$ cat config.mk
export PLATFORM = sky130hd
export DESIGN_NAME = pattern_ram
export DESIGN_NICKNAME = d
export VERILOG_FILES = /design/src/prng_pkg.sv /design/src/pattern_ram.sv
export SDC_FILE = /design/constraint.sdc
export NUM_CORES = 2
export LEC_CHECK = 0
export BUFFER_PORTS_ARGS = -buffer_cell sky130_fd_sc_hd__buf_2
export CORE_MARGIN = 3
export CORE_UTILIZATION = 45
export CTS_BUF_LIST = sky130_fd_sc_hd__clkbuf_4 sky130_fd_sc_hd__clkbuf_8
export CTS_CLUSTER_SIZE = 12
export DETAILED_ROUTE_END_ITERATION = 8
export HOLD_SLACK_MARGIN = 0.06
export PLACE_DENSITY = 0.6
export SKIP_CTS_REPAIR_TIMING = 1
export SLEW_MARGIN = 20
export SYNTH_ARGS = -nofsm -noshare
export SYNTH_HDL_FRONTEND = slang
export SYNTH_SLANG_ARGS = --single-unit
$ cat constraint.sdc
create_clock -name i_clk -period 4.5 [get_ports i_clk]
set_clock_uncertainty 0.15 [all_clocks]
set_input_delay 0.675 -clock i_clk [delete_from_list [all_inputs] [get_ports i_clk]]
set_output_delay 0.675 -clock i_clk [all_outputs]
set_load 0.1 [all_outputs]
$ cat src/prng_pkg.sv
package prng_pkg;

  // LFSR length and the reference feedback polynomial
  localparam int POLY_DEGREE = 16;
  localparam logic [POLY_DEGREE-1:0] DEF_POLY = 16'h6801;

  // Bus and RAM geometry
  localparam int DATA_W = 32;
  localparam int ADDR_W = 12;
  localparam int RAM_AW = 6;

  // Number of fill channels
  localparam int NUM_CH = 2;

  // One write into the pattern RAM
  typedef struct packed {
    logic [RAM_AW-1:0] addr;
    logic [DATA_W-1:0] data;
  } wr_req_t;

  // Channel setup as held in the register block
  typedef struct packed {
    logic [POLY_DEGREE-1:0] seed;
    logic [RAM_AW-1:0]      base;
    // One bit wider so a full 64 word fill fits
    logic [RAM_AW:0]        count;
  } ch_cfg_t;

  // Global registers
  localparam logic [ADDR_W-1:0] REG_CTRL   = 12'h000;
  localparam logic [ADDR_W-1:0] REG_STATUS = 12'h004;

  // Per channel block, channel n at REG_CH_BASE + n * CH_STRIDE
  localparam logic [ADDR_W-1:0] REG_CH_BASE = 12'h010;
  localparam int                CH_STRIDE   = 'h10;

  // Offsets inside a channel block
  localparam logic [ADDR_W-1:0] CH_SEED_OFS  = 12'h000;
  localparam logic [ADDR_W-1:0] CH_BASE_OFS  = 12'h004;
  localparam logic [ADDR_W-1:0] CH_COUNT_OFS = 12'h008;

  // RAM read window, word k at RAM_WIN + 4k
  localparam logic [ADDR_W-1:0] RAM_WIN = 12'h100;

endpackage

$ cat src/pattern_ram.sv
`timescale 1ns/1ns

module pattern_ram import prng_pkg::*; #(
  parameter int DATA_W = prng_pkg::DATA_W,
  parameter int RAM_AW = prng_pkg::RAM_AW
) (
  input  logic              i_clk,

  input  logic              i_wr_en,
  input  wr_req_t           i_wr,

  input  logic [RAM_AW-1:0] i_rd_addr,
  output logic [DATA_W-1:0] o_rd_data
);

  logic [DATA_W-1:0] mem [2**RAM_AW];

  always_ff @(posedge i_clk) begin : wr_blk
    if (i_wr_en) begin
      mem[i_wr.addr] <= i_wr.data;
    end
  end

  // One cycle read latency
  always_ff @(posedge i_clk) begin : rd_blk
    o_rd_data <= mem[i_rd_addr];
  end

endmodule

# After elaboration in Yosys (flattened, before gate mapping)
# Memory sizes are Yosys's and may differ from the RTL's. A register that Yosys moved wholly into a read port is not among the register bits.
# Cells that the tools add are included.
[op_classes]
n_addsub = 0
mul = 0
div = 0
n_lt_le_gt_ge = 0
n_eq_ne = 0
shifts = 0
mux = 2
bitwise = 0
n_reduce_logical = 0
[ops]
columns = ["operator", "count"]
rows = [
  ["2-to-1 mux 1 bit", 2],
]
[totals]
reg_bits = 0
latch_bits = 0
ramBits = 2048
romBits = 0
in_bits = 46
output_inout_bits = 32
mem_count = 1
[mem_list]
columns = ["name", "depth", "word_bits", "rd", "rd_ports_with_merged_regs", "write_ports", "line_no", "source"]
rows = [
  ["mem", 64, 32, 1, 1, 1, "pattern_ram.sv:16", "logic [DATA_W-1:0] mem [2**RAM_AW];"],
]

# Logic depth before layout (Yosys ltp)
[depth]
ltp_word = 2
mapped_depth = 10

# Least setup slack after synthesis
# OpenSTA, ideal clock, no wires.
[synth_timing]
kind = "input -> register"
startpoint = "input i_wr[35] (netlist name)"
endpoint = "memory mem[48][0] (enable)"
setup_time_ps = 461
arrival_time_ps = 3374
path_slack_ps = 515
path_stages = 4
path_buffers = 1
cell_sequence = "clkbuf_1 > nor2b_1 > nand4b_1 > nor3_1"
[synth_rtl]
columns = ["element", "line_no", "source"]
rows = [
  ["start: declaration", "pattern_ram.sv:10", "input wr_req_t i_wr,"],
  ["end: declaration", "pattern_ram.sv:16", ""],
]
# Straight into the memory's write port.

# Worst setup path in the final report
[layout_timing]
startpoint = "register o_rd_data[2] (read register of mem)"
endpoint = "output o_rd_data[2]"
[layout_rtl]
columns = ["element", "line_no", "source"]
rows = [
  ["start: declaration", "pattern_ram.sv:13", "output logic [DATA_W-1:0] o_rd_data"],
]
# No word-level cell between the ends.

==> results.md <==
* Synthesized area per cell at 23.6 µm²
* Crit Path Max Fanout at 1
* Main combinational cell family by area after synthesis: multiplexers
* Crit path launch: o_rd_data[2]
* First-pass DRT Iterations at 5
* Startpoint types: flop
* RSZ-0062 raised after global routing: no
* Final Hold Fails at 0
* Max clock buf depth at 4
* Pwr/cell area at about 440 mW/mm²
* CTS tree: done
* Syn_nets at 3,370
* Routed vias at between 30,000 and 40,000
* Min-delay worst type: in -> reg
* CTS buffer count at around 350
* Drt drc at 0
* Placed insts at roughly 5,700
* WS Path Type: reg -> out
* Root buffer cell: clkbuf_8
* Mapped cell area at a little under 0.08 mm²
* Hold_sp: i_wr[3]
* Critical Path AT at between 2000 and 2500 ps
* DRT met1 WL at ~86 mm
* Core ar. at 0.172 mm²
* Clock net sink count at approximately 2,100
* Synthesis warning total at 0
* GR Util All Layers at between 20% and 30%
* Layout fillers at ~13,000
* Main flop type after synthesis: edfxtp_1
* Min Tclk post-route at around 3000 ps
* Total power at about 40 mW
* Crit-path cells: buf_2
* Finished Layout Cells at around 6,300
* Post-synth EDFFs at around 2,000
* Setup Viol. Count Final at 0
* Vias in the first global route at 39,100
* Setup ws final at 1510 ps
* CP endpoint kind: output pin
* Net count, final at about 3,800
* Worst-Margin Slew at between 1000 and 1500 ps
* TNS Setup at 0 ps
* CTS H-tree depth at 5
* Register bit count reported by yosys at around 2,100
* Register area share after synthesis at between 70% and 80%
* Max layer used: met4
* # IOs at ~80
* Final core utilization at ~52%
* Yosys cell types at 34
* DP Area at around 0.084 mm²
* P&R area growth vs syn at 14.9%
* Xor/xnor cell area share of the yosys netlist at 0%
* LEAKAGE at between 20 and 30 nW
* Headroom to the max-slew limit at between 20% and 30%
* Chip Width at ~420 µm
* CP max stage cell: dfxtp_1
* Avg WL per Cell at roughly 33 µm
* RD Place Congestion at 0.825
* Met2 routed wirelength at about 100 mm
* First-pass GRT wire length at between 200 and 300 mm
* Initial Util at between 40 and 50%
* Synthesized instance count at roughly 3,300
* WP buf/inv at 1
* Share of post-route cells with drive strength above 1 at about a third
* Fin area at between 0.09 and 0.1 mm²
* Adder-cell area share of the yosys netlist at 0%
* Cell family with most CP delay: flip-flops
* Gr ovfl total at 0
* VDD IR max at 326 µV
* Mux cell area share after synthesis at roughly 17%
* DR WL met3 at around 18 mm
* I/O Buffers at 77
* Fin crit share at between 60% and 70%
* DRT iter0 DRCs at 4,624
* Simple-gate share of the synthesized area at ~1.3%
* Place WS at about 460 ps
* Largest net degree at the start of global routing at 65
* Clock-pin slew on the worst setup and hold paths at about 60 ps
* Fin. max-slew vios at 0
* Site Rows at ~150
* Post-route ant nets at 0
* Die area at around 0.18 mm²
* Outcome: finished, final reports clean
* Compound-Gate Fraction of Synth Area at between 1.5 and 2%
* Ys async rst share at 0%
* Clk_lat worst skew at between 1000 and 1500 ps
* Max_cap viols at 0
* CP max stage delay at 590 ps
* Dpl hpwl at about 120 mm
* Die height at approximately 420 µm
* Initial antenna violation count at 13
* Hold Slack at a little over 100 ps
* Worst endpoint required time at 3670 ps
* Vias/cell at 6.01
* Final wirelength at 210 mm
* Fmax at 0.334 GHz
* R2R Path Start: mem[19][24]
-- where the power goes --
part           internal, mW  total, mW  switching [mW]
Clock                  8.68       15.9            7.21
Combinational         0.774       2.38            1.60
Sequential             21.5       21.5          0.0850
-- cells by family (layout without fill, tap and decap cells) --
family,Yosys count,in the layout
buffers and inverters,182,885
multiplexers,637,637
AO/OA/AOI/OAI,202,202
AND/OR/NAND/NOR,223,223
flip-flops,2080,2080
other,0,4
-- cell type report --
| class | count | area, µm² | share of cell area, % |
|---|---|---|---|
| flip-flops and latches | 2080 | 62100 | 68.9 |
| multi-input cells | 1062 | 16000 | 17.7 |
| clock buffers | 492 | 6000 | 6.65 |
| well taps | 2310 | 2890 | 3.20 |
| repair buffers | 294 | 2690 | 2.98 |
| clock inverters | 99 | 497 | 0.551 |
| diodes | 4 | 10.0 | 0.0111 |
-- cell usage after synthesis, types with 4 or more instances --
library cell | count | area share [%]
nand2_1 | 26 | 0.12
nand3b_1 | 5 | 0.048
a21oi_1 | 62 | 0.40
o22ai_1 | 84 | 0.67
clkbuf_1 | 74 | 0.35
and3_1 | 4 | 0.032
buf_6 | 5 | 0.072
nand2b_1 | 8 | 0.064
buf_1 | 21 | 0.10
a41o_1 | 4 | 0.051
buf_4 | 25 | 0.24
mux2i_1 | 93 | 1.2
dfxtp_1 | 32 | 0.82
nor2b_1 | 15 | 0.12
a22oi_1 | 12 | 0.11
mux4_2 | 544 | 16
buf_2 | 57 | 0.36
o32ai_1 | 4 | 0.045
a311oi_1 | 8 | 0.089
nor3_1 | 7 | 0.045
nand3_1 | 5 | 0.032
edfxtp_1 | 2048 | 78
nor2_1 | 137 | 0.65
o221ai_1 | 27 | 0.30
-- path summary, 6_finish.rpt --
| kind | endpoint | slack [ps] | cells after the start |
|---|---|---|---|
| worst max register to register | o_rd_data[24] | 1950 | 4 |
| worst min-delay path | mem[5][3] | 100 | 1 |
| worst max-delay path | o_rd_data[2] | 1510 | 1 |
| worst min register to register | o_rd_data[4] | 590 | 4 |
-- layout by cell type (no fill, tap or decap), types with 32 or more instances in the layout --
cell      count
buf_12       47
o22ai_1      84
mux2i_1      93
nor2_4       62
a21oi_1      62
clkbuf_8    368
clkbuf_4    124
mux4_2      544
edfxtp_1   2048
nor2_1       75
buf_2        68
clkinv_1     67
dfxtp_1      32
buf_4       159
-- per-layer routing --
metal | track usage (%) | vias up
li1 | - | 15200
met1 | 33.9 | 20700
met2 | 36.6 | 1805
met3 | 4.58 | 349
met4 | 8.16 | 0
met5 | 0 | -
-- sequential cells by signal, indices dropped and copies added (netlist names) --
name and cells:
mem 2048, o_rd_data 32
Note: power is estimated with default switching activity, not from simulation.
