$ cat src/prng_pkg.sv
package prng_pkg;

  // LFSR length and the reference feedback polynomial
  localparam int POLY_DEGREE = 16;
  localparam logic [POLY_DEGREE-1:0] DEF_POLY = 16'h6801;

  // Bus and RAM geometry
  localparam int DATA_W = 32;
  localparam int ADDR_W = 12;
  localparam int RAM_AW = 6;

  // Number of fill channels
  localparam int NUM_CH = 2;

  // One write into the pattern RAM
  typedef struct packed {
    logic [RAM_AW-1:0] addr;
    logic [DATA_W-1:0] data;
  } wr_req_t;

  // Channel setup as held in the register block
  typedef struct packed {
    logic [POLY_DEGREE-1:0] seed;
    logic [RAM_AW-1:0]      base;
    // One bit wider so a full 64 word fill fits
    logic [RAM_AW:0]        count;
  } ch_cfg_t;

  // Global registers
  localparam logic [ADDR_W-1:0] REG_CTRL   = 12'h000;
  localparam logic [ADDR_W-1:0] REG_STATUS = 12'h004;

  // Per channel block, channel n at REG_CH_BASE + n * CH_STRIDE
  localparam logic [ADDR_W-1:0] REG_CH_BASE = 12'h010;
  localparam int                CH_STRIDE   = 'h10;

  // Offsets inside a channel block
  localparam logic [ADDR_W-1:0] CH_SEED_OFS  = 12'h000;
  localparam logic [ADDR_W-1:0] CH_BASE_OFS  = 12'h004;
  localparam logic [ADDR_W-1:0] CH_COUNT_OFS = 12'h008;

  // RAM read window, word k at RAM_WIN + 4k
  localparam logic [ADDR_W-1:0] RAM_WIN = 12'h100;

endpackage

$ cat src/lfsr.sv
`timescale 1ns/1ns

module lfsr #(
  parameter int                     POLY_DEGREE  = 16,
  parameter logic [POLY_DEGREE-1:0] POLYNOMIAL   = 16'h6801,
  parameter int                     OUTPUT_WIDTH = 32
) (
  input  logic                    i_clk,
  input  logic                    i_rst_n,

  input  logic                    i_init,
  input  logic [POLY_DEGREE-1:0]  i_seed,
  input  logic                    i_update,

  output logic [OUTPUT_WIDTH-1:0] o_out
);

  logic [POLY_DEGREE-1:0]  state_q;
  logic [POLY_DEGREE-1:0]  state_nxt;
  logic [OUTPUT_WIDTH-1:0] out_q;
  logic [OUTPUT_WIDTH-1:0] out_nxt;

  // Galois step, one output bit per iteration
  always_comb begin : step_blk
    logic                    bit_v;
    logic [POLY_DEGREE-1:0]  st_v;
    logic [OUTPUT_WIDTH-1:0] word_v;

    bit_v  = 1'b0;
    // Seed replaces the state before the first step
    st_v   = i_init ? i_seed : state_q;
    word_v = '0;
    for (int i = 0; i < OUTPUT_WIDTH; i++) begin
      bit_v = st_v[0];
      if (bit_v) begin
        st_v = st_v ^ POLYNOMIAL;
      end
      st_v   = {bit_v, st_v[POLY_DEGREE-1:1]};
      // First bit out ends up in the LSB after all shifts
      word_v = {bit_v, word_v[OUTPUT_WIDTH-1:1]};
    end
    state_nxt = st_v;
    out_nxt   = word_v;
  end

  always_ff @(posedge i_clk) begin : state_blk
    if (!i_rst_n) begin
      state_q <= '1;
      out_q   <= '0;
    end else if (i_update) begin
      state_q <= state_nxt;
      out_q   <= out_nxt;
    end
  end

  // Registered word, visible the cycle after update
  assign o_out = out_q;

endmodule

$ cat src/fill_engine.sv
`timescale 1ns/1ns

module fill_engine import prng_pkg::*; #(
  parameter int                     POLY_DEGREE = prng_pkg::POLY_DEGREE,
  parameter logic [POLY_DEGREE-1:0] POLYNOMIAL  = prng_pkg::DEF_POLY,
  parameter int                     DATA_W      = prng_pkg::DATA_W,
  parameter int                     RAM_AW      = prng_pkg::RAM_AW
) (
  input  logic    i_clk,
  input  logic    i_rst_n,

  input  ch_cfg_t i_cfg,
  input  logic    i_start,
  output logic    o_busy,
  output logic    o_done,

  output wr_req_t o_req,
  output logic    o_req_valid,
  input  logic    i_grant
);

  typedef enum logic [1:0] {
    ST_IDLE,
    ST_SEED,
    ST_WRITE
  } state_t;

  state_t                 state_q;
  logic [RAM_AW-1:0]      addr_q;
  logic [RAM_AW:0]        left_q;
  logic [POLY_DEGREE-1:0] seed_q;
  logic                   valid_q;
  logic                   done_q;
  logic                   accept;
  logic                   lfsr_init;
  logic                   lfsr_update;
  logic [DATA_W-1:0]      word;

  assign accept      = valid_q & i_grant;
  assign lfsr_init   = (state_q == ST_SEED);
  // Seed and first step together, then one step per accepted write
  assign lfsr_update = lfsr_init | accept;

  lfsr #(
    .POLY_DEGREE  (POLY_DEGREE),
    .POLYNOMIAL   (POLYNOMIAL),
    .OUTPUT_WIDTH (DATA_W)
  ) lfsr_i (
    .i_clk    (i_clk),
    .i_rst_n  (i_rst_n),
    .i_init   (lfsr_init),
    .i_seed   (seed_q),
    .i_update (lfsr_update),
    .o_out    (word)
  );

  always_ff @(posedge i_clk) begin : fsm_blk
    if (!i_rst_n) begin
      state_q <= ST_IDLE;
      addr_q  <= '0;
      left_q  <= '0;
      valid_q <= 1'b0;
      done_q  <= 1'b0;
    end else begin
      case (state_q)
        // Start while busy never reaches this branch
        ST_IDLE: begin
          if (i_start) begin
            addr_q <= i_cfg.base;
            left_q <= i_cfg.count;
            done_q <= (i_cfg.count == '0);
            if (i_cfg.count != '0) begin
              state_q <= ST_SEED;
            end
          end
        end
        ST_SEED: begin
          state_q <= ST_WRITE;
          valid_q <= 1'b1;
        end
        ST_WRITE: begin
          if (accept) begin
            // Bubble cycle while the LFSR steps
            valid_q <= 1'b0;
            addr_q  <= addr_q + 1'b1;
            left_q  <= left_q - 1'b1;
            if (left_q == 1) begin
              state_q <= ST_IDLE;
              done_q  <= 1'b1;
            end
          end else begin
            valid_q <= 1'b1;
          end
        end
        default: state_q <= ST_IDLE;
      endcase
    end
  end

  // Seed captured at start
  always_ff @(posedge i_clk) begin : seed_blk
    if (state_q == ST_IDLE && i_start) begin
      seed_q <= i_cfg.seed;
    end
  end

  assign o_busy      = (state_q != ST_IDLE);
  assign o_done      = done_q;
  assign o_req.addr  = addr_q;
  assign o_req.data  = word;
  assign o_req_valid = valid_q;

endmodule

$ cat config.mk
export PLATFORM = sky130hd
export DESIGN_NAME = fill_engine
export DESIGN_NICKNAME = d
export VERILOG_FILES = /design/src/prng_pkg.sv /design/src/lfsr.sv /design/src/fill_engine.sv
export SDC_FILE = /design/constraint.sdc
export NUM_CORES = 1
export LEC_CHECK = 0
export BUFFER_PORTS_ARGS = -buffer_cell sky130_fd_sc_hd__buf_2
export CAP_MARGIN = 20
export CORE_ASPECT_RATIO = 1.75
export CORE_MARGIN = 2
export CORE_UTILIZATION = 57
export CTS_CLUSTER_SIZE = 30
export DETAILED_ROUTE_END_ITERATION = 12
export PLACE_DENSITY = 0.77
export SETUP_SLACK_MARGIN = 0.5
export SLEW_MARGIN = 30
export SYNTH_ARGS = -nofsm -noshare
export SYNTH_HDL_FRONTEND = slang
export SYNTH_SLANG_ARGS = --single-unit
$ cat constraint.sdc
create_clock -name i_clk -period 2.9 [get_ports i_clk]
set_clock_uncertainty 0.05 [all_clocks]
set_input_delay 0.29 -clock i_clk [delete_from_list [all_inputs] [get_ports i_clk]]
set_output_delay 0.29 -clock i_clk [all_outputs]
set_load 0.03 [all_outputs]
-- Word-level counts from Yosys, hierarchy flattened
Cells that the tools add are included.
- register bits after elaboration: 81
- bits of input ports: 33
- equality and inequality tests: 7
- mux-type cells: 50
- reduce and logical (&&, ||, !) cells: 10
- add/subtract/negate cells: 2
- bitwise logic cells: 34
- operators with widths (kind ; count):
    2-to-1 mux 15 bit ; 32
    inverter 4 bit ; 32
    2-to-1 mux 16 bit ; 1
    2-to-1 mux 7 bit ; 2
    case mux 7 bit (2 select lines) ; 1
    2-to-1 mux 6 bit ; 2
    case mux 6 bit (2 select lines) ; 1
    2-to-1 mux 2 bit ; 4
    != test 2 bit (second input constant) ; 4
    AND reduction 4 bit ; 2
    equality test 7 x 1 -> 1 bit (second input constant) ; 1
    logical NOT 7 bit ; 1
    nonzero test 7 bit ; 1
    subtractor 7 x 1 -> 7 bit (second input constant) ; 1
    adder 6 x 1 -> 6 bit (second input constant) ; 1
    case mux 2 bit (3 select lines) ; 1
    nonzero test 2 bit ; 3
    2-to-1 mux 1 bit ; 4
    case mux 1 bit (2 select lines) ; 2
    AND reduction 3 bit ; 1
    equality test 2 x 1 -> 1 bit (second input constant) ; 1
    equality test 2 bit (second input constant) ; 1
    logical NOT 2 bit ; 1
    bitwise AND 1 bit ; 1
    2 further kinds ; 2

-- Logic depth before layout (Yosys ltp)
Gate-level depths: netlist (run 1).
- depth after elaboration: 66
- mapped depth: 10

-- Hierarchy
A second synthesis (run 1) with hierarchy kept.
- cells, all modules: 463
- area, all modules: 4753.3 µm²
- by module, submodules not included (module ; times used ; cells each ; area an instance (µm²) ; seq. area each (µm²)):
    lfsr ; 1 ; 310 ; 3143.0 ; 960.9
    fill_engine ; 1 ; 153 ; 1610.3 ; 820.8

-- Least setup slack after synthesis (run 1)
No wires, ideal clock.
- path type: register to register
- start point: register state_q[1]
- end point: register lfsr_i.state_q[5]
- stages on the path, launching flop included: 9
- buffers on the path: 1
- setup slack: 0.414 ns
- period minus slack after synthesis: 2.486 ns
- arrival time: 2.322 ns
- data required time: 2.736 ns
- setup time: 0.114 ns
- cells stage by stage: dfxtp_1 -> inv_1 -> ha_1 -> buf_6 -> mux2i_1 -> xor3_2 -> xnor3_1 -> xnor2_1 -> a21o_1
- cells in the longest elaborated chain, start to end: 38
- elaborated cells on any way between the ends: 50
- ends and longest elaborated chain (item ; line ; source):
    start: declaration ; fill_engine.sv:28 ; state_t state_q;
    start signal: assignment ; fill_engine.sv:59 ; state_q <= ST_IDLE;
    start signal: assignment ; fill_engine.sv:73 ; state_q <= ST_SEED;
    start signal: assignment ; fill_engine.sv:78 ; state_q <= ST_WRITE;
    equality test 2 x 1 -> 1 bit (*) ; fill_engine.sv:40 ; assign lfsr_init = (state_q == ST_SEED);
    2-to-1 mux 16 bit ; lfsr.sv:31 ; st_v = i_init ? i_seed : state_q;
    2-to-1 mux 15 bit (10 in a row) ; lfsr.sv:35 ; if (bit_v) begin
    inverter 4 bit (no line) ; -- ;
    2-to-1 mux 15 bit (2 in a row) ; lfsr.sv:35 ;
    inverter 4 bit (no line) ; -- ;
    2-to-1 mux 15 bit (12 in a row) ; lfsr.sv:35 ;
    inverter 4 bit (no line) ; -- ;
    2-to-1 mux 15 bit (2 in a row) ; lfsr.sv:35 ;
    inverter 4 bit (no line) ; -- ;
    2-to-1 mux 15 bit (6 in a row) ; lfsr.sv:35 ;
    end signal: assignment ; lfsr.sv:51 ; state_q <= state_nxt;
    end: declaration ; lfsr.sv:18 ; logic [POLY_DEGREE-1:0] state_q;
Every way passes the cells marked *; elsewhere a longest branch is shown, timed or not.
A chain may end at the register's enable or synchronous reset.

-- Final worst setup path (run 1)
- start point: register state_q[1]
- end point: register lfsr_i.state_q[4]
- cells in the longest elaborated chain, start to end: 38
- elaborated cells on any way between the ends: 49
- ends and longest elaborated chain (item ; line):
    equality test 2 x 1 -> 1 bit (*) ; fill_engine.sv:40
    2-to-1 mux 16 bit ; lfsr.sv:31
    2-to-1 mux 15 bit (9 in a row) ; lfsr.sv:35
    inverter 4 bit (no line) ; --
    2-to-1 mux 15 bit (2 in a row) ; lfsr.sv:35
    inverter 4 bit (no line) ; --
    2-to-1 mux 15 bit (12 in a row) ; lfsr.sv:35
    inverter 4 bit (no line) ; --
    2-to-1 mux 15 bit (2 in a row) ; lfsr.sv:35
    inverter 4 bit (no line) ; --
    2-to-1 mux 15 bit (7 in a row) ; lfsr.sv:35
Marked as above.

==> results of run 1 <==
-- cell type report --
type / instances / area share (%)
Multi-Input combinational cell: 343 / 49.24
Sequential cell: 81 / 31.35
Timing Repair Buffer: 107 / 11.27
Clock buffer: 13 / 4.950
Tap cell: 90 / 1.980
Clock inverter: 2 / 0.6161
Inverter: 9 / 0.5941
-- per-layer routing --
layer	vias to the layer above	global-route usage, %	part of all wire, %
li1	1790	-	-
met1	1785	29.63	35
met2	154	50.52	55
met3	45	4.482	4.5
met4	0	19.58	5.5
met5	-	0	0
-- cell families (layout without fill, tap and decap cells) --
| logic type | Yosys count | in the layout | share of synthesized area [%] |
|---|---|---|---|
| simple gates | 126 | 126 | 11.59 |
| mux | 22 | 22 | 7.476 |
| fa+ha+maj | 6 | 6 | 1.625 |
| flops | 81 | 81 | 38.57 |
| compound gates | 102 | 102 | 14.08 |
| xor+xnor | 87 | 87 | 22.81 |
| buf+inv | 39 | 131 | 3.846 |
-- worst register-to-register path, delay by kind of cell (launching register included) --
kind	cells	cell delay, ps
buffers and inverters	3	460
flip-flops	1	330
AO/OA/AOI/OAI	1	100
XOR/XNOR	3	810
adder cells (fa/ha/maj)	1	180
multiplexers	1	320
-- state kept, by name (all words and copies together) (netlist names) --
signal and flops:
o_done 1, addr_q 6, seed_q 16, state_q 2, o_req_valid 1, left_q 7, lfsr_i.o_out 32, lfsr_i.state_q 16
-- worst max path at each step --
stage	cells past startpoint	slack (ps)	to	startpoint
floorplan	8	540	lfsr_i.state_q[5]	state_q[1]
global placement	8	290	lfsr_i.state_q[8]	state_q[1]
detailed placement	8	240	lfsr_i.state_q[8]	state_q[1]
CTS	9	500	lfsr_i.state_q[10]	state_q[1]
global route	8	470	lfsr_i.state_q[9]	state_q[1]
finish	9	520	lfsr_i.state_q[4]	state_q[1]
-- timing repair --
item	4_1_cts	5_1_grt
resized for setup	8	18
setup buffers	8	7
cloned	0	0
hold buffers	0	0
pin swaps	4	6
setup endpoints to repair	22	18
-- layout by cell type, fill, tap and decap left out, types with 3 or more instances in the layout --
cell,instances
a21o_1,3
ha_1,5
xnor2_1,34
buf_2,73
o2bb2ai_1,5
mux2i_4,13
mux2i_2,4
clkbuf_16,10
xor2_1,24
o211ai_1,5
nand2b_1,3
dfxtp_1,64
nand3_1,9
mux2i_1,4
a22oi_1,4
xnor3_1,9
inv_1,8
o21ai_0,15
nor2_1,52
xnor2_2,10
nor3_1,8
nand2_1,42
a211oi_1,17
buf_4,31
nand4_1,3
edfxtp_1,16
and2_1,4
a21oi_1,37
xnor2_4,3
-- through the flow --
step | utilization [%] | area, um2 | worst slack (ps) | hold WS, ps
after floorplan | - | 4626 | 540.0 | 338.9
after global placement | 64.67 | 5115 | 286.5 | 399.3
after detailed placement | 64.67 | 5115 | 237.3 | 406.5
after CTS | 70.05 | 5540 | 503.8 | 62.39
after global routing | 71.90 | 5687 | 471.8 | 62.58
final | 71.90 | 5687 | 520.0 | 72.86
==> run summary, run 1 <==
Minimum clock period -> 2380 ps
Detailed-route via count -> 3774
Setup TNS -> 0 ps
Nets -> 590
Initial drt markers -> 214
Avg Inst Size Synth -> 9.977 um2
Final ANT Viol Nets -> 0
Outcome -> finished clean
Yosys Warn Count -> 0
Chip height -> 123.1 um
CTS max path bufs -> 2
Reg2reg start -> state_q[1]
GRT Residual Overflow -> 0
Dpl cells -> 615
HPWL after detailed placement -> 8589 um
Number of enable flip-flop cells after synthesis -> 16
Post-synth net total -> 502
FF-to-FF path depth -> 9
Fillers -> 580
Cells traversed along the worst timing path -> inv_2 -> ha_4 -> buf_12 -> mux2i_2 -> buf_4 -> xnor3_1 -> xnor2_1 -> xnor2_1 -> a21oi_1
CTS tree -> built
Clk sinks -> 81
Via density -> 5.851
Register area -> 1783 um2
Async S/R FF share, synth -> 0%
Site Rows -> 43
Crit Path Class -> flop to flop
Sequential element share of the synthesized area -> 38.57%
Slew @ Worst Pin -> 759.8 ps
Hold Fails Final Rpt -> 0
Netlist cell types -> 53
Total track usage -> 28.25%
Fmax -> 420.2 MHz
Initial antenna violation count -> 0
Drt pass-1 iters -> 4
Max-cap violation count -> 0
Worst reg2reg path endpoint -> lfsr_i.state_q[4]
Synth cell count leaders -> 65 x dfxtp_1, 52 x nor2_1, 42 x nand2_1
Final-report max-slew violation count -> 0
Hold Startpoint -> i_cfg[13]
Wire length per cell -> 18.98 um
Die Wd -> 72.05 um
Final Cycle Share -> 82.07%
Vias in the first global route -> 3630
Worst path max stage delay -> 380 ps
Slew headroom -> 49.35%
Antenna cells -> 0
Hold Crit Endpoint -> seed_q[0]
Number of synthesized register bits -> 81
Final non-filler cell total -> 645
Top-Level Pins -> 74
CP top delay family -> XOR/XNOR gates
Required time of the critical path -> 3060 ps
Clock Latency Late Sink -> 340 ps
Post-synth top area share -> 28.17%
Footprint of the multi-input gates -> 2800 um2
Final WL -> 12240 um
Die area -> 8869 um2
H-tree levels -> 3
Count leader, synth -> dfxtp_1
CTS Root Cell -> clkbuf_16
Num CTS Buffers -> 9
RSZ-0062 raised after global routing -> yes
Layout cell share with drive strength beyond 1 -> 30.09%
CP startpoint kind -> flop
DR DRC count -> 0
Initial Utilization -> 58.41%
GPL Wtd Cong -> 0.9783
Most used cell, CP -> xnor2_1
Final setup violation count -> 0
Area Growth Syn to Fin -> 23.10%
Arr. time, crit path -> 2540 ps
Flop2flop setup slack -> 520 ps
Worst Path Max Fanout -> 11
Area of the core -> 7909 um2
First-pass GRT wire length -> 18400 um
Largest net degree at the start of global routing -> 50
Port bufs -> 73
CP Capture Type -> flop
Synth Flop Type -> dfxtp_1
Yosys top cell by area -> dfxtp_1
Hold-critical path depth -> 1
Worst hold-check path type -> input port to flop
Post-Syn Area -> 4619 um2
Cells after Synth -> 463
Buffers and inverters on the worst path -> 3
Crit path max-delay cell type -> xnor3_1
Largest cells by area after synthesis -> dfxtp_1 28%, edfxtp_1 10%, xnor2_1 7.6%
Clock-pin slew on the worst setup and hold paths -> 60 ps
Power of run 1 is left out: the tool's default activity adds up to more than one toggle a clock period on the data nets, which glitch-free logic cannot reach.
==> run 2, diff against run 1 <==
Settings changed: CORE_UTILIZATION 57 to 51, PLACE_DENSITY 0.77 to 0.73.
Clock period 2.9 ns to 1.95 ns, I/O delays scaled along.
==> run 2 against run 1 <==
The run now ends with negative setup slack left. Via count is 25% higher. Final cell count is 24% higher. Global-route usage is 4.0 points higher. Core utilization is 13 points higher. Non-clock buffer count is 122 higher. Highest routed layer unchanged.
==> run summary, run 2 (synthesized netlist as in run 1, its figures left out) <==
Placement Setup Slack -> -431.3 ps
CP startpoint kind -> flop
Die Wd -> 75.95 um
Die area -> 9865 um2
CTS Root Cell -> clkbuf_16
Hold Startpoint -> i_cfg[1]
Crit Path Class -> flop to flop
HPWL after detailed placement -> 9575 um
CP Capture Type -> flop
Minimum clock period -> 2380 ps
Area Growth Syn to Fin -> 64.30%
Final Cycle Share -> 122.0%
Fillers -> 419
Chip height -> 129.9 um
Largest net degree at the start of global routing -> 34
Worst reg2reg path endpoint -> lfsr_i.state_q[7]
Most frequent cells in the layout -> 89 x buf_4, 72 x buf_2, 59 x dfxtp_1
Total track usage -> 32.23%
Slew @ Worst Pin -> 703.4 ps
Initial antenna violation count -> 0
Clock Latency Late Sink -> 350 ps
H-tree levels -> 3
Final-report max-slew violation count -> 0
Worst Path Max Fanout -> 9
DR DRC count -> 0
Outcome -> complete, but fails checks
Flop2flop setup slack -> -430 ps
Setup WS post-layout -> -429.8 ps
Antenna cells -> 0
CTS tree -> built
Hold-critical path depth -> 3
Final WL -> 18480 um
First-pass GRT wire length -> 24080 um
Initial drt markers -> 320
Via density -> 5.906
RSZ-0062 raised after global routing -> yes
Hold Fails Final Rpt -> 0
Max reg flops -> 32
Slew headroom -> 53.06%
Area of the core -> 8921 um2
Drt pass-1 iters -> 7
Worst hold-check path type -> input port to flop
CTS max path bufs -> 2
GPL Wtd Cong -> 0.8744
Detailed-route via count -> 4719
Vias in the first global route -> 4558
Layout cell share with drive strength beyond 1 -> 52.87%
FF-to-FF path depth -> 9
Final ANT Viol Nets -> 0
Wire length per cell -> 23.13 um
Final setup violation count -> 26
Util after Layout -> 85.08%
Clk sinks -> 81
Arr. time, crit path -> 2590 ps
Clock-pin slew on the worst setup and hold paths -> 70 ps
Port bufs -> 73
Violated checks -> negative setup slack
Max-cap violation count -> 0
Hold Crit Endpoint -> left_q[1]
Top-Level Pins -> 74
Initial Utilization -> 51.78%
Required time of the critical path -> 2160 ps
Reg2reg start -> state_q[1]
GRT Residual Overflow -> 0
Fmax -> 420.2 MHz
Site Rows -> 46
Nets -> 713
Commonest non-fill, non-tap cell in the layout -> buf_4
Num CTS Buffers -> 9
==> run 2: changes by cell type in the layout (fill, tap and decap cells not counted), sizes merged <==
cell / change
clkbuf: -1
and2: +1
clkinv: +2
clkinvlp: +1
buf: +105
dlygate4sd3: +16
==> run 2: worst max-delay path, stage by stage (launching register included) <==
cell	delay [ps]
dfxtp_2	330
inv_2	70
ha_4	210
buf_12	170
mux2i_2	240
buf_4	170
xnor3_2	290
buf_4	180
xor3_1	350
o211ai_1	210
==> run 2: layout make-up <==
type | instances | area [um2] | area share [%]
clock buffers | 11 | 232.7 | 3.066
clock inverters | 5 | 56.30 | 0.7418
inverters | 9 | 46.29 | 0.6100
multi-input cells | 344 | 3371 | 44.41
flip-flops and latches | 81 | 1792 | 23.61
well taps | 120 | 150.1 | 1.978
repair buffers | 229 | 1942 | 25.59
==> run 2: metal layers <==
metal  up-vias  routed length (um)  global-route usage (%)
li1       2033                   -                       -
met1      2293                6088                   31.31
met2       279                9892                   61.19
met3       114                 958                   4.772
met4         0                1541                   24.81
met5         -                   0                       0
==> run 2: repair_timing <==
action	4_1_cts	5_1_grt
hold endpoints to repair	16	0
buffers inserted	28	18
gates cloned	3	1
hold buffers	16	0
resized for setup	84	91
pin swaps	22	26
setup endpoints to repair	73	74
==> run 2: stage by stage <==
step           area, um2  setup TNS (ps)  cells  hold WS (ps)
2_1_floorplan       4741           -3996    463         243.9
3_3_place_gp        5841           -5429    717         321.3
3_5_place_dp        5841           -6364    717         323.1
4_1_cts             6990           -5768    780         131.7
5_1_grt             7590           -8979    799         148.0
6_report            7590           -7478    799         142.3
==> run 2: worst max-delay path by stage <==
stage / from / end / slack, ps / cells after the start
finish: state_q[1] / lfsr_i.state_q[7] / -430 / 9
global placement: state_q[1] / lfsr_i.state_q[3] / -420 / 8
floorplan: state_q[1] / lfsr_i.state_q[5] / -290 / 9
CTS: state_q[1] / lfsr_i.state_q[10] / -310 / 9
detailed placement: state_q[1] / lfsr_i.state_q[10] / -430 / 9
global route: state_q[1] / lfsr_i.state_q[10] / -490 / 9
Power of run 2 is left out for the same reason.
