[src/prng_pkg.sv]
package prng_pkg;

  // LFSR length and the reference feedback polynomial
  localparam int POLY_DEGREE = 16;
  localparam logic [POLY_DEGREE-1:0] DEF_POLY = 16'h6801;

  // Bus and RAM geometry
  localparam int DATA_W = 32;
  localparam int ADDR_W = 12;
  localparam int RAM_AW = 6;

  // Number of fill channels
  localparam int NUM_CH = 2;

  // One write into the pattern RAM
  typedef struct packed {
    logic [RAM_AW-1:0] addr;
    logic [DATA_W-1:0] data;
  } wr_req_t;

  // Channel setup as held in the register block
  typedef struct packed {
    logic [POLY_DEGREE-1:0] seed;
    logic [RAM_AW-1:0]      base;
    // One bit wider so a full 64 word fill fits
    logic [RAM_AW:0]        count;
  } ch_cfg_t;

  // Global registers
  localparam logic [ADDR_W-1:0] REG_CTRL   = 12'h000;
  localparam logic [ADDR_W-1:0] REG_STATUS = 12'h004;

  // Per channel block, channel n at REG_CH_BASE + n * CH_STRIDE
  localparam logic [ADDR_W-1:0] REG_CH_BASE = 12'h010;
  localparam int                CH_STRIDE   = 'h10;

  // Offsets inside a channel block
  localparam logic [ADDR_W-1:0] CH_SEED_OFS  = 12'h000;
  localparam logic [ADDR_W-1:0] CH_BASE_OFS  = 12'h004;
  localparam logic [ADDR_W-1:0] CH_COUNT_OFS = 12'h008;

  // RAM read window, word k at RAM_WIN + 4k
  localparam logic [ADDR_W-1:0] RAM_WIN = 12'h100;

endpackage

[src/axil_regs.sv]
`timescale 1ns/1ns

module axil_regs import prng_pkg::*; #(
  parameter int NUM_CH      = prng_pkg::NUM_CH,
  parameter int POLY_DEGREE = prng_pkg::POLY_DEGREE,
  parameter int RAM_AW      = prng_pkg::RAM_AW
) (
  input  logic              i_clk,
  input  logic              i_rst_n,

  // AXI4-Lite write
  input  logic [ADDR_W-1:0] i_awaddr,
  input  logic              i_awvalid,
  output logic              o_awready,
  input  logic [DATA_W-1:0] i_wdata,
  input  logic              i_wvalid,
  output logic              o_wready,
  output logic              o_bvalid,
  input  logic              i_bready,
  output logic [1:0]        o_bresp,

  // AXI4-Lite read
  input  logic [ADDR_W-1:0] i_araddr,
  input  logic              i_arvalid,
  output logic              o_arready,
  output logic [DATA_W-1:0] o_rdata,
  output logic              o_rvalid,
  input  logic              i_rready,
  output logic [1:0]        o_rresp,

  // Channel control
  output ch_cfg_t           o_cfg [NUM_CH],
  output logic [NUM_CH-1:0] o_start,
  input  logic [NUM_CH-1:0] i_busy,
  input  logic [NUM_CH-1:0] i_done,

  // Pattern RAM read port
  output logic [RAM_AW-1:0] o_ram_addr,
  input  logic [DATA_W-1:0] i_ram_data
);

  // Low address bits that select a word inside the window
  localparam logic [ADDR_W-1:0] WIN_MASK = ADDR_W'((1 << (RAM_AW + 2)) - 1);

  logic              wr_fire;
  logic              ar_fire;
  logic              rd_pend_q;
  logic [ADDR_W-1:0] araddr_q;
  logic [DATA_W-1:0] rd_mux;

  function automatic logic [ADDR_W-1:0] ch_reg(input int ch, input logic [ADDR_W-1:0] ofs);
    return ADDR_W'(REG_CH_BASE + ch * CH_STRIDE) + ofs;
  endfunction

  // AW and W are taken together
  assign wr_fire   = i_awvalid & i_wvalid & ~o_bvalid;
  assign o_awready = wr_fire;
  assign o_wready  = wr_fire;
  assign o_bresp   = 2'b00;

  always_ff @(posedge i_clk) begin : wr_blk
    if (!i_rst_n) begin
      o_bvalid <= 1'b0;
      o_start  <= '0;
      for (int c = 0; c < NUM_CH; c++) begin
        o_cfg[c].seed  <= '1;
        o_cfg[c].base  <= '0;
        o_cfg[c].count <= '0;
      end
    end else begin
      // Start is a single cycle pulse
      o_start <= '0;
      if (o_bvalid && i_bready) begin
        o_bvalid <= 1'b0;
      end
      if (wr_fire) begin
        o_bvalid <= 1'b1;
        if (i_awaddr == REG_CTRL) begin
          o_start <= i_wdata[NUM_CH-1:0];
        end
        for (int c = 0; c < NUM_CH; c++) begin
          if (i_awaddr == ch_reg(c, CH_SEED_OFS)) begin
            o_cfg[c].seed <= i_wdata[POLY_DEGREE-1:0];
          end
          if (i_awaddr == ch_reg(c, CH_BASE_OFS)) begin
            o_cfg[c].base <= i_wdata[RAM_AW-1:0];
          end
          if (i_awaddr == ch_reg(c, CH_COUNT_OFS)) begin
            o_cfg[c].count <= i_wdata[RAM_AW:0];
          end
        end
      end
    end
  end

  // One read in flight at a time
  assign o_arready = i_arvalid & ~rd_pend_q & ~o_rvalid;
  assign ar_fire   = i_arvalid & o_arready;
  assign o_rresp   = 2'b00;
  // RAM sees the AR address directly, data is back next cycle
  assign o_ram_addr = i_araddr[RAM_AW+1:2];

  always_comb begin : rd_mux_blk
    rd_mux = '0;
    if ((araddr_q & ~WIN_MASK) == RAM_WIN) begin
      rd_mux = i_ram_data;
    end else if (araddr_q == REG_STATUS) begin
      rd_mux = DATA_W'({i_done, i_busy});
    end
    for (int c = 0; c < NUM_CH; c++) begin
      if (araddr_q == ch_reg(c, CH_SEED_OFS)) begin
        rd_mux = DATA_W'(o_cfg[c].seed);
      end
      if (araddr_q == ch_reg(c, CH_BASE_OFS)) begin
        rd_mux = DATA_W'(o_cfg[c].base);
      end
      if (araddr_q == ch_reg(c, CH_COUNT_OFS)) begin
        rd_mux = DATA_W'(o_cfg[c].count);
      end
    end
  end

  always_ff @(posedge i_clk) begin : rd_ctrl_blk
    if (!i_rst_n) begin
      rd_pend_q <= 1'b0;
      o_rvalid  <= 1'b0;
    end else begin
      rd_pend_q <= ar_fire;
      if (rd_pend_q) begin
        o_rvalid <= 1'b1;
      end else if (o_rvalid && i_rready) begin
        o_rvalid <= 1'b0;
      end
    end
  end

  always_ff @(posedge i_clk) begin : rd_data_blk
    if (ar_fire) begin
      araddr_q <= i_araddr;
    end
    if (rd_pend_q) begin
      o_rdata <= rd_mux;
    end
  end

endmodule

[config.mk]
export PLATFORM = sky130hd
export DESIGN_NAME = axil_regs
export DESIGN_NICKNAME = d
export VERILOG_FILES = /design/src/prng_pkg.sv /design/src/axil_regs.sv
export SDC_FILE = /design/constraint.sdc
export NUM_CORES = 1
export LEC_CHECK = 0
export BUFFER_PORTS_ARGS = -buffer_cell sky130_fd_sc_hd__buf_2
export CAP_MARGIN = 20
export CORE_ASPECT_RATIO = 1.1
export CORE_MARGIN = 10
export CORE_UTILIZATION = 48
export CTS_CLUSTER_SIZE = 14
export DETAILED_ROUTE_END_ITERATION = 7
export HOLD_SLACK_MARGIN = 0.02
export PLACE_DENSITY = 0.8
export SETUP_SLACK_MARGIN = 0.05
export SLEW_MARGIN = 20
export SYNTH_ARGS = -nofsm -noshare
export SYNTH_HDL_FRONTEND = slang
export SYNTH_SLANG_ARGS = --single-unit
[constraint.sdc]
create_clock -name i_clk -period 4.5 [get_ports i_clk]
set_clock_uncertainty 0.15 [all_clocks]
set_input_delay 0.9 -clock i_clk [delete_from_list [all_inputs] [get_ports i_clk]]
set_output_delay 0.9 -clock i_clk [all_outputs]
set_load 0.02 [all_outputs]
Word level (Yosys, flattened, before mapping)
Index checks and enable logic that the tools add are counted.

storage, ports and cells
  register bits = 107
  output and inout bits = 107

operators by class
  equal/unequal tests = 14
  multiplexer cells = 12
  bitwise gates (word level) = 8
  reductions and logical operators = 14

operators with widths
  kind                                            number
  == test 12 x 5 -> 1 bit, second input constant  6
  == test 12 x 6 -> 1 bit, second input constant  6
  two-way mux 16 bit                              4
  two-way mux 32 bit                              1
  two-way mux 7 bit                               2
  == test 12 x 3 -> 1 bit, second input constant  1
  zero test 12 bit                                1
  AND reduction 2 bit                             6
  OR reduction 6 bit                              1
  bitwise AND 1 bit                               5
  == test 4 x 1 -> 1 bit, second input constant   1
  two-way mux 1 bit                               4
  two-way mux 4 bit                               1
  nonzero test 2 bit                              2
  inverter 1 bit                                  3
  AND reduction 3 bit                             1
  logical AND 1 bit                               2
  OR reduction 2 bit                              1

Depth between registers and ports, before layout
Gate-level depths: netlist (run 1).

  word-level depth = 9
  depth in mapped cells = 7
  mapped depth without buffers = 5

Worst setup path before layout (run 1)
Ideal clock, no wire load.

  kind = input to output
  start point = in i_arvalid
  end point = out o_arready
  arrival = 1455 ps
  slack = 1995 ps
  stages on the path = 1
  path buffers = 0
  path through = nor3b_1

on the way
  longest elaborated chain between the ends = 2

ends and longest elaborated chain
  what                             line             source
  start, declared                  axil_regs.sv:24  input logic i_arvalid,
  bitwise AND 1 bit (2 in series)  axil_regs.sv:97  assign o_arready = i_arvalid & ~rd_pend_q & ~o_rvalid;
  end, declared                    axil_regs.sv:25  output logic o_arready,

No other way between the ends.

Worst setup path in the final report (run 1)
  start point = reg araddr_q[3]
  end point = reg o_rdata[2], data pin

on the way
  longest elaborated chain between the ends = 9
  elaborated cells between the ends (all ways) = 15

ends and longest elaborated chain
  what                     line              source
  start, declared          axil_regs.sv:48   logic [ADDR_W-1:0] araddr_q;
  start signal, assigned   axil_regs.sv:139  araddr_q <= i_araddr;
  == test 12 x 3 -> 1 bit  axil_regs.sv:107  end else if (araddr_q == REG_STATUS) begin
  two-way mux 4 bit        axil_regs.sv:107
  two-way mux 32 bit       axil_regs.sv:105  if ((araddr_q & ~WIN_MASK) == RAM_WIN) begin
  two-way mux 16 bit       axil_regs.sv:111  if (araddr_q == ch_reg(c, CH_SEED_OFS)) begin
  two-way mux 16 bit       axil_regs.sv:114  if (araddr_q == ch_reg(c, CH_BASE_OFS)) begin
  two-way mux 16 bit       axil_regs.sv:117  if (araddr_q == ch_reg(c, CH_COUNT_OFS)) begin
  two-way mux 16 bit       axil_regs.sv:111
  two-way mux 7 bit        axil_regs.sv:114
  two-way mux 7 bit *      axil_regs.sv:117
  via rd_mux[2]            axil_regs.sv:49   logic [DATA_W-1:0] rd_mux;
  end signal, assigned     axil_regs.sv:142  o_rdata <= rd_mux;
  end, declared            axil_regs.sv:26   output logic [DATA_W-1:0] o_rdata,

The timed path passes the listed nets; every way through them passes the cells marked *.
A chain may end at the register's enable or synchronous reset.

==> metrics, run 1 <==
run status=finished clean; Max Clk Rate=392 MHz; final instance area=6140 µm²; number of global-route vias before repair=4617; number of buffers between clock root and the deepest sink=2; kind of end point of the critical path=flop; Final Hold Fails=0; dominant synthesized flop cell=sky130_fd_sc_hd__dfxtp_1; class of the most critical hold timing path=reg2reg; DP HPWL=12200 µm; number of cells upsized or downsized after cts=0; I/O pin count=206; number of flops mapped to enable cells by yosys=44; global-route total usage across every layer=21.3%; Critical Path Slowest Stage Cell=sky130_fd_sc_hd__nor4b_1; area of the mapped netlist=4990 µm²; time the final worst path needs with I/O delays and setup=2.55 ns; Initial Utilization=49.7%; most used cells in the layout excluding fill and tap cells=sky130_fd_sc_hd__buf_2, sky130_fd_sc_hd__nand3_1, sky130_fd_sc_hd__dfxtp_1, sky130_fd_sc_hd__o21ai_0, sky130_fd_sc_hd__edfxtp_1; clock tree from TritonCTS=yes; floorplan die area=14900 µm²; count of placed standard cells in the final layout, fillers left out=810; ratio of total power to cell area=302 nW/µm²; vias per cell=5.78; post-synthesis cell count=507; CP Launch Type=flop; wire length of the first global-routing pass=24900 µm; worst stage delay on the critical path=0.77 ns; 1st-iter DRT viols=472; family with the most delay on the worst path=simple AND/OR/NAND/NOR gates; setup slack after layout=1.95 ns; share of the yosys chip area belonging to registers=51.8%; number of buffer and inverter stages on the critical path=0; setup slack after placement=1.36 ns; worst voltage drop across the vdd grid=0.138 mV; total inserted antenna cells=0; number of library cell types mapped by synthesis=57; average cell area after synthesis=9.84 µm²; worst setup slack for register-to-register paths=1.95 ns; Pleak=2.36 nW; H-tree levels=3; leading cell type in the layout, fill and taps excluded=sky130_fd_sc_hd__buf_2; critical-path cell list=nor4b_1, a32oi_1, a211o_1, a32oi_1; core box area=10000 µm²; CTS buffer count=9; share of cells above drive strength 1=33.4%; instance area at placement=5900 µm²; growth of design area from synthesis to finish=23.0%; Clk Latency, worst-skew pair=0.38 ns; number of antenna violations at the first check in global routing=0; most frequent cell on the critical path=sky130_fd_sc_hd__a32oi_1; antenna violation net count after detailed routing=0; Util after Layout=61.2%; sinks on the clock net=107; weighted congestion at the end of routability-driven global placement=0.913; setup bufs post-CTS=0; Warnings, synthesis=0; tightest hold margin=0.329 ns; Avg WL per Cell=20.1 µm; maximum fanout encountered on the critical timing path=22; DRC viols=0; number of flip-flops and latches in the synthesized netlist=107; category of the critical setup timing path=reg2reg; # Max-Cap Violations=0; length of the first detailed-routing pass in iterations=5; Port Buffer Count=185; post-route fraction of the period consumed by the critical path=56.7%; post-route total power=1.86 mW; required time at the endpoint of the critical path=4.56 ns; sum of overflow across all layers after global routing=0; maximum number of pins on one net before global-route repair=42; total of hold buffers inserted after clock tree synthesis=0; die boundary height=127 µm; setup-violating endpoint count in the final report=0; vias=4683; CTS Root Buffer Type=sky130_fd_sc_hd__clkbuf_8; Reg clk slew, reported paths=0.09 ns; critical path data arrival time=2.61 ns; final wirelength=16300 µm; Net count, final=764; fill count=886; relative slew slack=50.5%; Sum Neg Setup Slack=0 ns; pin slew with the least headroom to its limit=0.732 ns; Die Wd=117 µm; setup repair after global routing missed its margin=false; async set or reset register ratio after synthesis=0%; number of placed instances, taps included=793; number of max-slew violations in the final report=0; number of rows created at floorplan=38
==> final timing paths <==
| path | depth (start not counted) | from | end |
|---|---|---|---|
| setup / recovery | 4 | araddr_q[3] | o_rdata[2] |
| setup reg to reg | 4 | araddr_q[3] | o_rdata[2] |
| hold reg to reg | 2 | o_cfg[5] | o_cfg[5] |
| hold / removal | 2 | o_cfg[5] | o_cfg[5] |
==> registers in the layout (all words and copies together), names as in the netlist <==
name / flops
o_cfg: 58
o_rdata: 32
araddr_q: 12
o_start: 2
o_bvalid: 1
o_rvalid: 1
rd_pend_q: 1
==> logic make-up after synthesis <==
family	synth area share, %
muxes	2.61
and+or+nand+nor	23.0
other	0.0752
AOI/OAI and AO/OA	16.3
buffers and inverters	6.24
DFF	51.8
==> Yosys cell counts (3+ instances only) <==
master | n | share of area [%]
sky130_fd_sc_hd__a22oi_1 | 5 | 0.75
sky130_fd_sc_hd__buf_2 | 6 | 0.60
sky130_fd_sc_hd__inv_1 | 13 | 0.98
sky130_fd_sc_hd__nand3_1 | 80 | 8.0
sky130_fd_sc_hd__mux2i_1 | 13 | 2.6
sky130_fd_sc_hd__a211oi_1 | 3 | 0.45
sky130_fd_sc_hd__nand2_1 | 40 | 3.0
sky130_fd_sc_hd__nor3_1 | 6 | 0.60
sky130_fd_sc_hd__and2_1 | 20 | 2.5
sky130_fd_sc_hd__nor2_1 | 8 | 0.60
sky130_fd_sc_hd__a222oi_1 | 8 | 1.6
sky130_fd_sc_hd__a32oi_1 | 5 | 0.88
sky130_fd_sc_hd__nor4b_1 | 4 | 0.70
sky130_fd_sc_hd__clkbuf_1 | 26 | 2.0
sky130_fd_sc_hd__nor4_1 | 3 | 0.38
sky130_fd_sc_hd__a21boi_0 | 16 | 2.4
sky130_fd_sc_hd__nor3b_1 | 3 | 0.45
sky130_fd_sc_hd__buf_6 | 4 | 0.90
sky130_fd_sc_hd__nand2b_1 | 8 | 1.0
sky130_fd_sc_hd__nor2b_1 | 6 | 0.75
sky130_fd_sc_hd__a221o_1 | 5 | 1.0
sky130_fd_sc_hd__edfxtp_1 | 44 | 26
sky130_fd_sc_hd__a21oi_1 | 5 | 0.50
sky130_fd_sc_hd__dfxtp_1 | 63 | 25
sky130_fd_sc_hd__nand4_1 | 6 | 0.75
sky130_fd_sc_hd__o21ai_0 | 49 | 4.9
sky130_fd_sc_hd__o2111ai_1 | 3 | 0.53
sky130_fd_sc_hd__o22ai_1 | 4 | 0.50
sky130_fd_sc_hd__buf_4 | 11 | 1.7
==> metal layers <==
metal  wire length (µm)  GRT usage [%]  up-vias
met5                  0              0        -
met4                384           8.66        0
met3               1570           4.62       29
met2               8060           35.2      228
met1               6280           26.0     2227
li1                   -              -     2199
==> worst reg2reg max path, stage by stage (launching register included) <==
cell and delay [ns]:
sky130_fd_sc_hd__edfxtp_1 0.70, sky130_fd_sc_hd__nor4b_1 0.77, sky130_fd_sc_hd__a32oi_1 0.23, sky130_fd_sc_hd__a211o_1 0.31, sky130_fd_sc_hd__a32oi_1 0.23
==> where the power goes <==
part           internal [mW]  switching, mW
clock network          0.293          0.331
logic                 0.0653          0.117
registers               1.03         0.0166
total                   1.39          0.464
==> layout make-up <==
cell class                 count  area (µm²)  area share [%]
clock inverter                 5        61.3           0.999
multi-input combinational    341        2130            34.7
timing repair buffer         193         990            16.1
inverter                      13        48.8           0.795
tap                          140         175            2.85
sequential                   107        2580            42.1
clock buffer                  11         153            2.49
Power figures use the tool's default switching activity.
==> inputs of run 2 (changes only) <==
==> constraint.sdc (replaced) <==
create_clock -name i_clk -period 2.4 [get_ports i_clk]
set_clock_uncertainty 0.15 [all_clocks]
set_input_delay 0.48 -clock i_clk [delete_from_list [all_inputs] [get_ports i_clk]]
set_output_delay 0.48 -clock i_clk [all_outputs]
set_load 0.02 [all_outputs]
==> metrics, run 2 (synthesized netlist as in run 1, its figures left out) <==
Final Hold Fails=0; sw frac=26.2%; number of buffer and inverter stages on the critical path=1; Max Clk Rate=449 MHz; multi-input combinational cell area=2120 µm²; Initial Utilization=49.7%; global-route total usage across every layer=21.0%; fill count=874; 1st-iter DRT viols=466; total of hold buffers inserted after clock tree synthesis=0; sum of overflow across all layers after global routing=0; CTS buffer count=9; leading cell type in the layout, fill and taps excluded=sky130_fd_sc_hd__buf_2; number of antenna violations at the first check in global routing=0; relative slew slack=60.3%; critical-path cell list=nor4b_1, buf_4, a32oi_1, o21ai_0, a221o_1; die boundary height=127 µm; combinational power share=10.8%; Biggest register=o_cfg; Port Buffer Count=185; Net count, final=781; Internal=2.49 mW; critical path data arrival time=2.32 ns; Critical Path Slowest Stage Cell=sky130_fd_sc_hd__edfxtp_1; clock tree from TritonCTS=yes; class of the most critical hold timing path=in2reg; Largest register FFs=58; vias per cell=5.77; DP HPWL=12400 µm; # Max-Cap Violations=0; family with the most delay on the worst path=flip-flops; number of rows created at floorplan=38; power dissipated by switching net loads=0.883 mW; tightest hold margin=0.129 ns; Clk pwr share=31.2%; setup bufs post-CTS=0; Pleak=2.43 nW; category of the critical setup timing path=reg2reg; instance area at placement=6050 µm²; I/O pin count=206; growth of design area from synthesis to finish=25.0%; count of placed standard cells in the final layout, fillers left out=827; antenna violation net count after detailed routing=0; weighted congestion at the end of routability-driven global placement=0.906; total inserted antenna cells=0; number of placed instances, taps included=811; run status=finished clean; Reg clk slew, reported paths=0.10 ns; number of max-slew violations in the final report=0; worst voltage drop across the vdd grid=0.263 mV; wire length of the first global-routing pass=24700 µm; core box area=10000 µm²; Util after Layout=62.2%; Reg area=2580 µm²; time the final worst path needs with I/O delays and setup=2.23 ns; pin slew with the least headroom to its limit=0.594 ns; CTS Root Buffer Type=sky130_fd_sc_hd__clkbuf_8; Clk Latency, worst-skew pair=0.38 ns; setup repair after global routing missed its margin=false; power share of the sequential group=58.0%; final instance area=6240 µm²; Sum Neg Setup Slack=0 ns; most used cells in the layout excluding fill and tap cells=sky130_fd_sc_hd__buf_2, sky130_fd_sc_hd__nand3_1, sky130_fd_sc_hd__dfxtp_1, sky130_fd_sc_hd__o21ai_0, sky130_fd_sc_hd__edfxtp_1; Die Wd=117 µm; DRC viols=0; H-tree levels=3; sinks on the clock net=107; CP Launch Type=flop; required time at the endpoint of the critical path=2.49 ns; vias=4769; number of buffers between clock root and the deepest sink=2; length of the first detailed-routing pass in iterations=5; number of cells upsized or downsized after cts=0; worst stage delay on the critical path=0.59 ns; maximum fanout encountered on the critical timing path=11; floorplan die area=14900 µm²; maximum number of pins on one net before global-route repair=35; share of cells above drive strength 1=34.8%; post-route fraction of the period consumed by the critical path=92.8%; number of global-route vias before repair=4661; setup-violating endpoint count in the final report=0; final wirelength=16400 µm; Regs by FF count=o_cfg x58, o_rdata x32, araddr_q x12; Avg WL per Cell=19.9 µm; kind of end point of the critical path=flop; ratio of total power to cell area=541 nW/µm²
-- run 2: cell types whose count changed in the layout (fill, tap and decap cells not counted) --
cell                        previous run  this run
sky130_fd_sc_hd__and4_1                1         2
sky130_fd_sc_hd__and4_2                1         0
sky130_fd_sc_hd__buf_12                0         1
sky130_fd_sc_hd__buf_4                 7        24
sky130_fd_sc_hd__buf_6                 1         0
sky130_fd_sc_hd__bufinv_16             1         0
sky130_fd_sc_hd__clkbuf_16             1         0
sky130_fd_sc_hd__clkbuf_8              9        10
sky130_fd_sc_hd__clkinv_2              1         0
sky130_fd_sc_hd__clkinv_4              3         1
sky130_fd_sc_hd__inv_6                 0         4
sky130_fd_sc_hd__nor4b_1               2         3
sky130_fd_sc_hd__nor4b_2               2         1
-- run 2: path summary, 6_finish.rpt --
kind                     from  slack [ns]          end  cells past startpoint
hold reg to reg      o_cfg[3]        0.33     o_cfg[3]                      2
setup reg to reg  araddr_q[3]        0.17   o_rdata[0]                      5
setup / recovery  araddr_q[3]        0.17   o_rdata[0]                      5
hold / removal    i_araddr[1]        0.13  araddr_q[1]                      1
-- run 2: routing by layer --
layer  GRT usage [%]  vias up  routed length (µm)
met5               0        -                   0
li1                -     2237                   -
met3            4.76       34                1570
met2            34.1      225                7940
met4            10.0        0                 510
met1            25.6     2273                6400
-- run 2: worst reg2reg max path: stages (launching register included) --
cell and delay [ns]:
sky130_fd_sc_hd__edfxtp_1 0.59, sky130_fd_sc_hd__nor4b_1 0.60, sky130_fd_sc_hd__buf_4 0.22, sky130_fd_sc_hd__a32oi_1 0.09
sky130_fd_sc_hd__o21ai_0 0.27, sky130_fd_sc_hd__a221o_1 0.19
-- run 2: through the flow --
stage	total power [mW]	worst slack (ns)
floorplan	2.20	0.0753
global placement	2.35	0.200
detailed placement	2.36	0.184
CTS	3.40	0.201
global route	3.50	0.0820
finish	3.38	0.173
-- run 2: layout make-up --
| type | instances | area share [%] |
|---|---|---|
| clock inverters | 5 | 0.702 |
| inverters | 13 | 0.782 |
| flip-flops and latches | 107 | 41.4 |
| multi-input cells | 341 | 34.0 |
| repair buffers | 210 | 18.1 |
| well taps | 140 | 2.81 |
| clock buffers | 11 | 2.27 |
-- run 2: power groups by stage --
stage	logic, mW	clock network (mW)	registers, mW
after floorplan	0.159	0	2.04
after global placement	0.352	0	2.00
after detailed placement	0.360	0	2.00
after CTS	0.362	1.08	1.96
after global routing	0.390	1.15	1.96
final	0.363	1.05	1.96
==> inputs of run 3 (changes only) <==
--- a/config.mk
+++ b/config.mk
@@ -7,15 +7,18 @@
 export LEC_CHECK = 0
 export BUFFER_PORTS_ARGS = -buffer_cell sky130_fd_sc_hd__buf_2
 export CAP_MARGIN = 20
+export CELL_PAD_IN_SITES_DETAIL_PLACEMENT = 1
+export CELL_PAD_IN_SITES_GLOBAL_PLACEMENT = 1
 export CORE_ASPECT_RATIO = 1.1
 export CORE_MARGIN = 10
-export CORE_UTILIZATION = 48
+export CORE_UTILIZATION = 35
 export CTS_CLUSTER_SIZE = 14
 export DETAILED_ROUTE_END_ITERATION = 7
 export HOLD_SLACK_MARGIN = 0.02
-export PLACE_DENSITY = 0.8
+export PLACE_DENSITY_LB_ADDON = 0.1
 export SETUP_SLACK_MARGIN = 0.05
 export SLEW_MARGIN = 20
 export SYNTH_ARGS = -nofsm -noshare
 export SYNTH_HDL_FRONTEND = slang
 export SYNTH_SLANG_ARGS = --single-unit
+export TNS_END_PERCENT = 10
==> metrics, run 3 (synthesized netlist as in run 1, its figures left out) <==
relative slew slack=58.3%; maximum number of pins on one net before global-route repair=68; final instance area=6450 µm²; Reg clk slew, reported paths=0.07 ns; maximum fanout encountered on the critical timing path=13; count of placed standard cells in the final layout, fillers left out=875; final wirelength=18500 µm; growth of design area from synthesis to finish=29.3%; CTS buffer count=9; power dissipated by switching net loads=0.923 mW; power share of the sequential group=50.2%; vias per cell=5.39; clock tree from TritonCTS=yes; Final Hold Fails=0; Biggest register=o_cfg; number of global-route vias before repair=5035; setup-violating endpoint count in the final report=0; setup repair after global routing missed its margin=false; number of max-slew violations in the final report=0; leading cell type in the layout, fill and taps excluded=sky130_fd_sc_hd__buf_2; # Max-Cap Violations=0; number of antenna violations at the first check in global routing=0; combinational power share=9.5%; global-route total usage across every layer=18.3%; share of cells above drive strength 1=34.5%; floorplan die area=19400 µm²; Clk pwr share=40.3%; Initial Utilization=35.9%; kind of end point of the critical path=flop; required time at the endpoint of the critical path=2.47 ns; antenna violation net count after detailed routing=0; number of placed instances, taps included=859; setup bufs post-CTS=0; ratio of total power to cell area=606 nW/µm²; class of the most critical hold timing path=in2reg; Die Wd=134 µm; vias=4718; sw frac=23.6%; weighted congestion at the end of routability-driven global placement=0.873; Largest register FFs=58; critical path data arrival time=2.34 ns; Port Buffer Count=185; DP HPWL=14000 µm; category of the critical setup timing path=reg2reg; wire length of the first global-routing pass=28200 µm; number of cells upsized or downsized after cts=0; sinks on the clock net=107; H-tree levels=3; total inserted antenna cells=0; CTS Root Buffer Type=sky130_fd_sc_hd__clkbuf_16; Internal=2.99 mW; CP Launch Type=flop; core box area=13900 µm²; length of the first detailed-routing pass in iterations=5; DRC viols=0; most used cells in the layout excluding fill and tap cells=sky130_fd_sc_hd__buf_2, sky130_fd_sc_hd__nand3_1, sky130_fd_sc_hd__dfxtp_1, sky130_fd_sc_hd__o21ai_0, sky130_fd_sc_hd__edfxtp_1; total of hold buffers inserted after clock tree synthesis=0; worst voltage drop across the vdd grid=0.267 mV; post-route fraction of the period consumed by the critical path=94.6%; Critical Path Slowest Stage Cell=sky130_fd_sc_hd__or4b_4; Net count, final=781; family with the most delay on the worst path=simple AND/OR/NAND/NOR gates; Pleak=2.50 nW; Util after Layout=46.4%; Regs by FF count=o_cfg x58, o_rdata x32, araddr_q x12; worst stage delay on the critical path=0.67 ns; I/O pin count=206; critical-path cell list=or4b_4, or3b_1, a211oi_1, a221o_1; number of buffer and inverter stages on the critical path=0; number of rows created at floorplan=45; 1st-iter DRT viols=350; Clk Latency, worst-skew pair=0.35 ns; sum of overflow across all layers after global routing=0; number of buffers between clock root and the deepest sink=2; pin slew with the least headroom to its limit=0.623 ns; instance area at placement=6140 µm²; run status=finished clean; time the final worst path needs with I/O delays and setup=2.27 ns; die boundary height=145 µm; Max Clk Rate=440 MHz; Avg WL per Cell=21.1 µm; Sum Neg Setup Slack=0 ns
run 3: cell count changes in the layout (fill, tap and decap cells not counted), sizes merged:
cell	previous run	this run
inv	17	14
bufinv	0	2
clkinv	1	2
run 3: area by class of cell:
type | instances | area, µm²
sequential | 107 | 2580
clock buffer | 11 | 233
clock inverter | 5 | 76.3
timing repair buffer | 210 | 1150
fill | 1651 | 7460
tap | 188 | 235
inverter | 13 | 48.8
multi-input combinational | 341 | 2120
run 3: power groups by stage:
stage          clock (mW)  combinational (mW)  sequential, mW
6_report             1.58               0.371            1.96
5_1_grt              1.68               0.401            1.97
4_1_cts              1.61               0.373            1.96
3_5_place_dp            0               0.372            2.00
3_3_place_gp            0               0.366            2.00
2_1_floorplan           0               0.159            2.04
run 3: path summary, 6_finish.rpt:
path | startpoint | to | slack (ns) | depth (start not counted)
setup / recovery | araddr_q[6] | o_rdata[4] | 0.13 | 4
setup reg to reg | araddr_q[6] | o_rdata[4] | 0.13 | 4
hold reg to reg | o_cfg[12] | o_cfg[12] | 0.33 | 2
hold / removal | i_araddr[9] | araddr_q[9] | 0.15 | 1
run 3: layer usage:
layer | up-vias | routed length, µm | part of all wire [%] | GRT usage (%)
met4 | 0 | 372 | 2.0 | 7.41
met2 | 163 | 9040 | 49 | 30.5
met3 | 21 | 1330 | 7.2 | 4.79
met1 | 2308 | 7710 | 42 | 21.7
li1 | 2226 | - | - | -
met5 | - | 0 | 0 | 0
run 3: metrics by stage:
| stage | total power, mW | setup slack [ns] | hold slack [ns] |
|---|---|---|---|
| final | 3.91 | 0.128 | 0.146 |
| after floorplan | 2.20 | 0.0753 | 0.395 |
| after global placement | 2.37 | 0.198 | 0.308 |
| after detailed placement | 2.38 | 0.123 | 0.323 |
| after CTS | 3.95 | 0.126 | 0.135 |
| after global routing | 4.05 | 0.0776 | 0.136 |
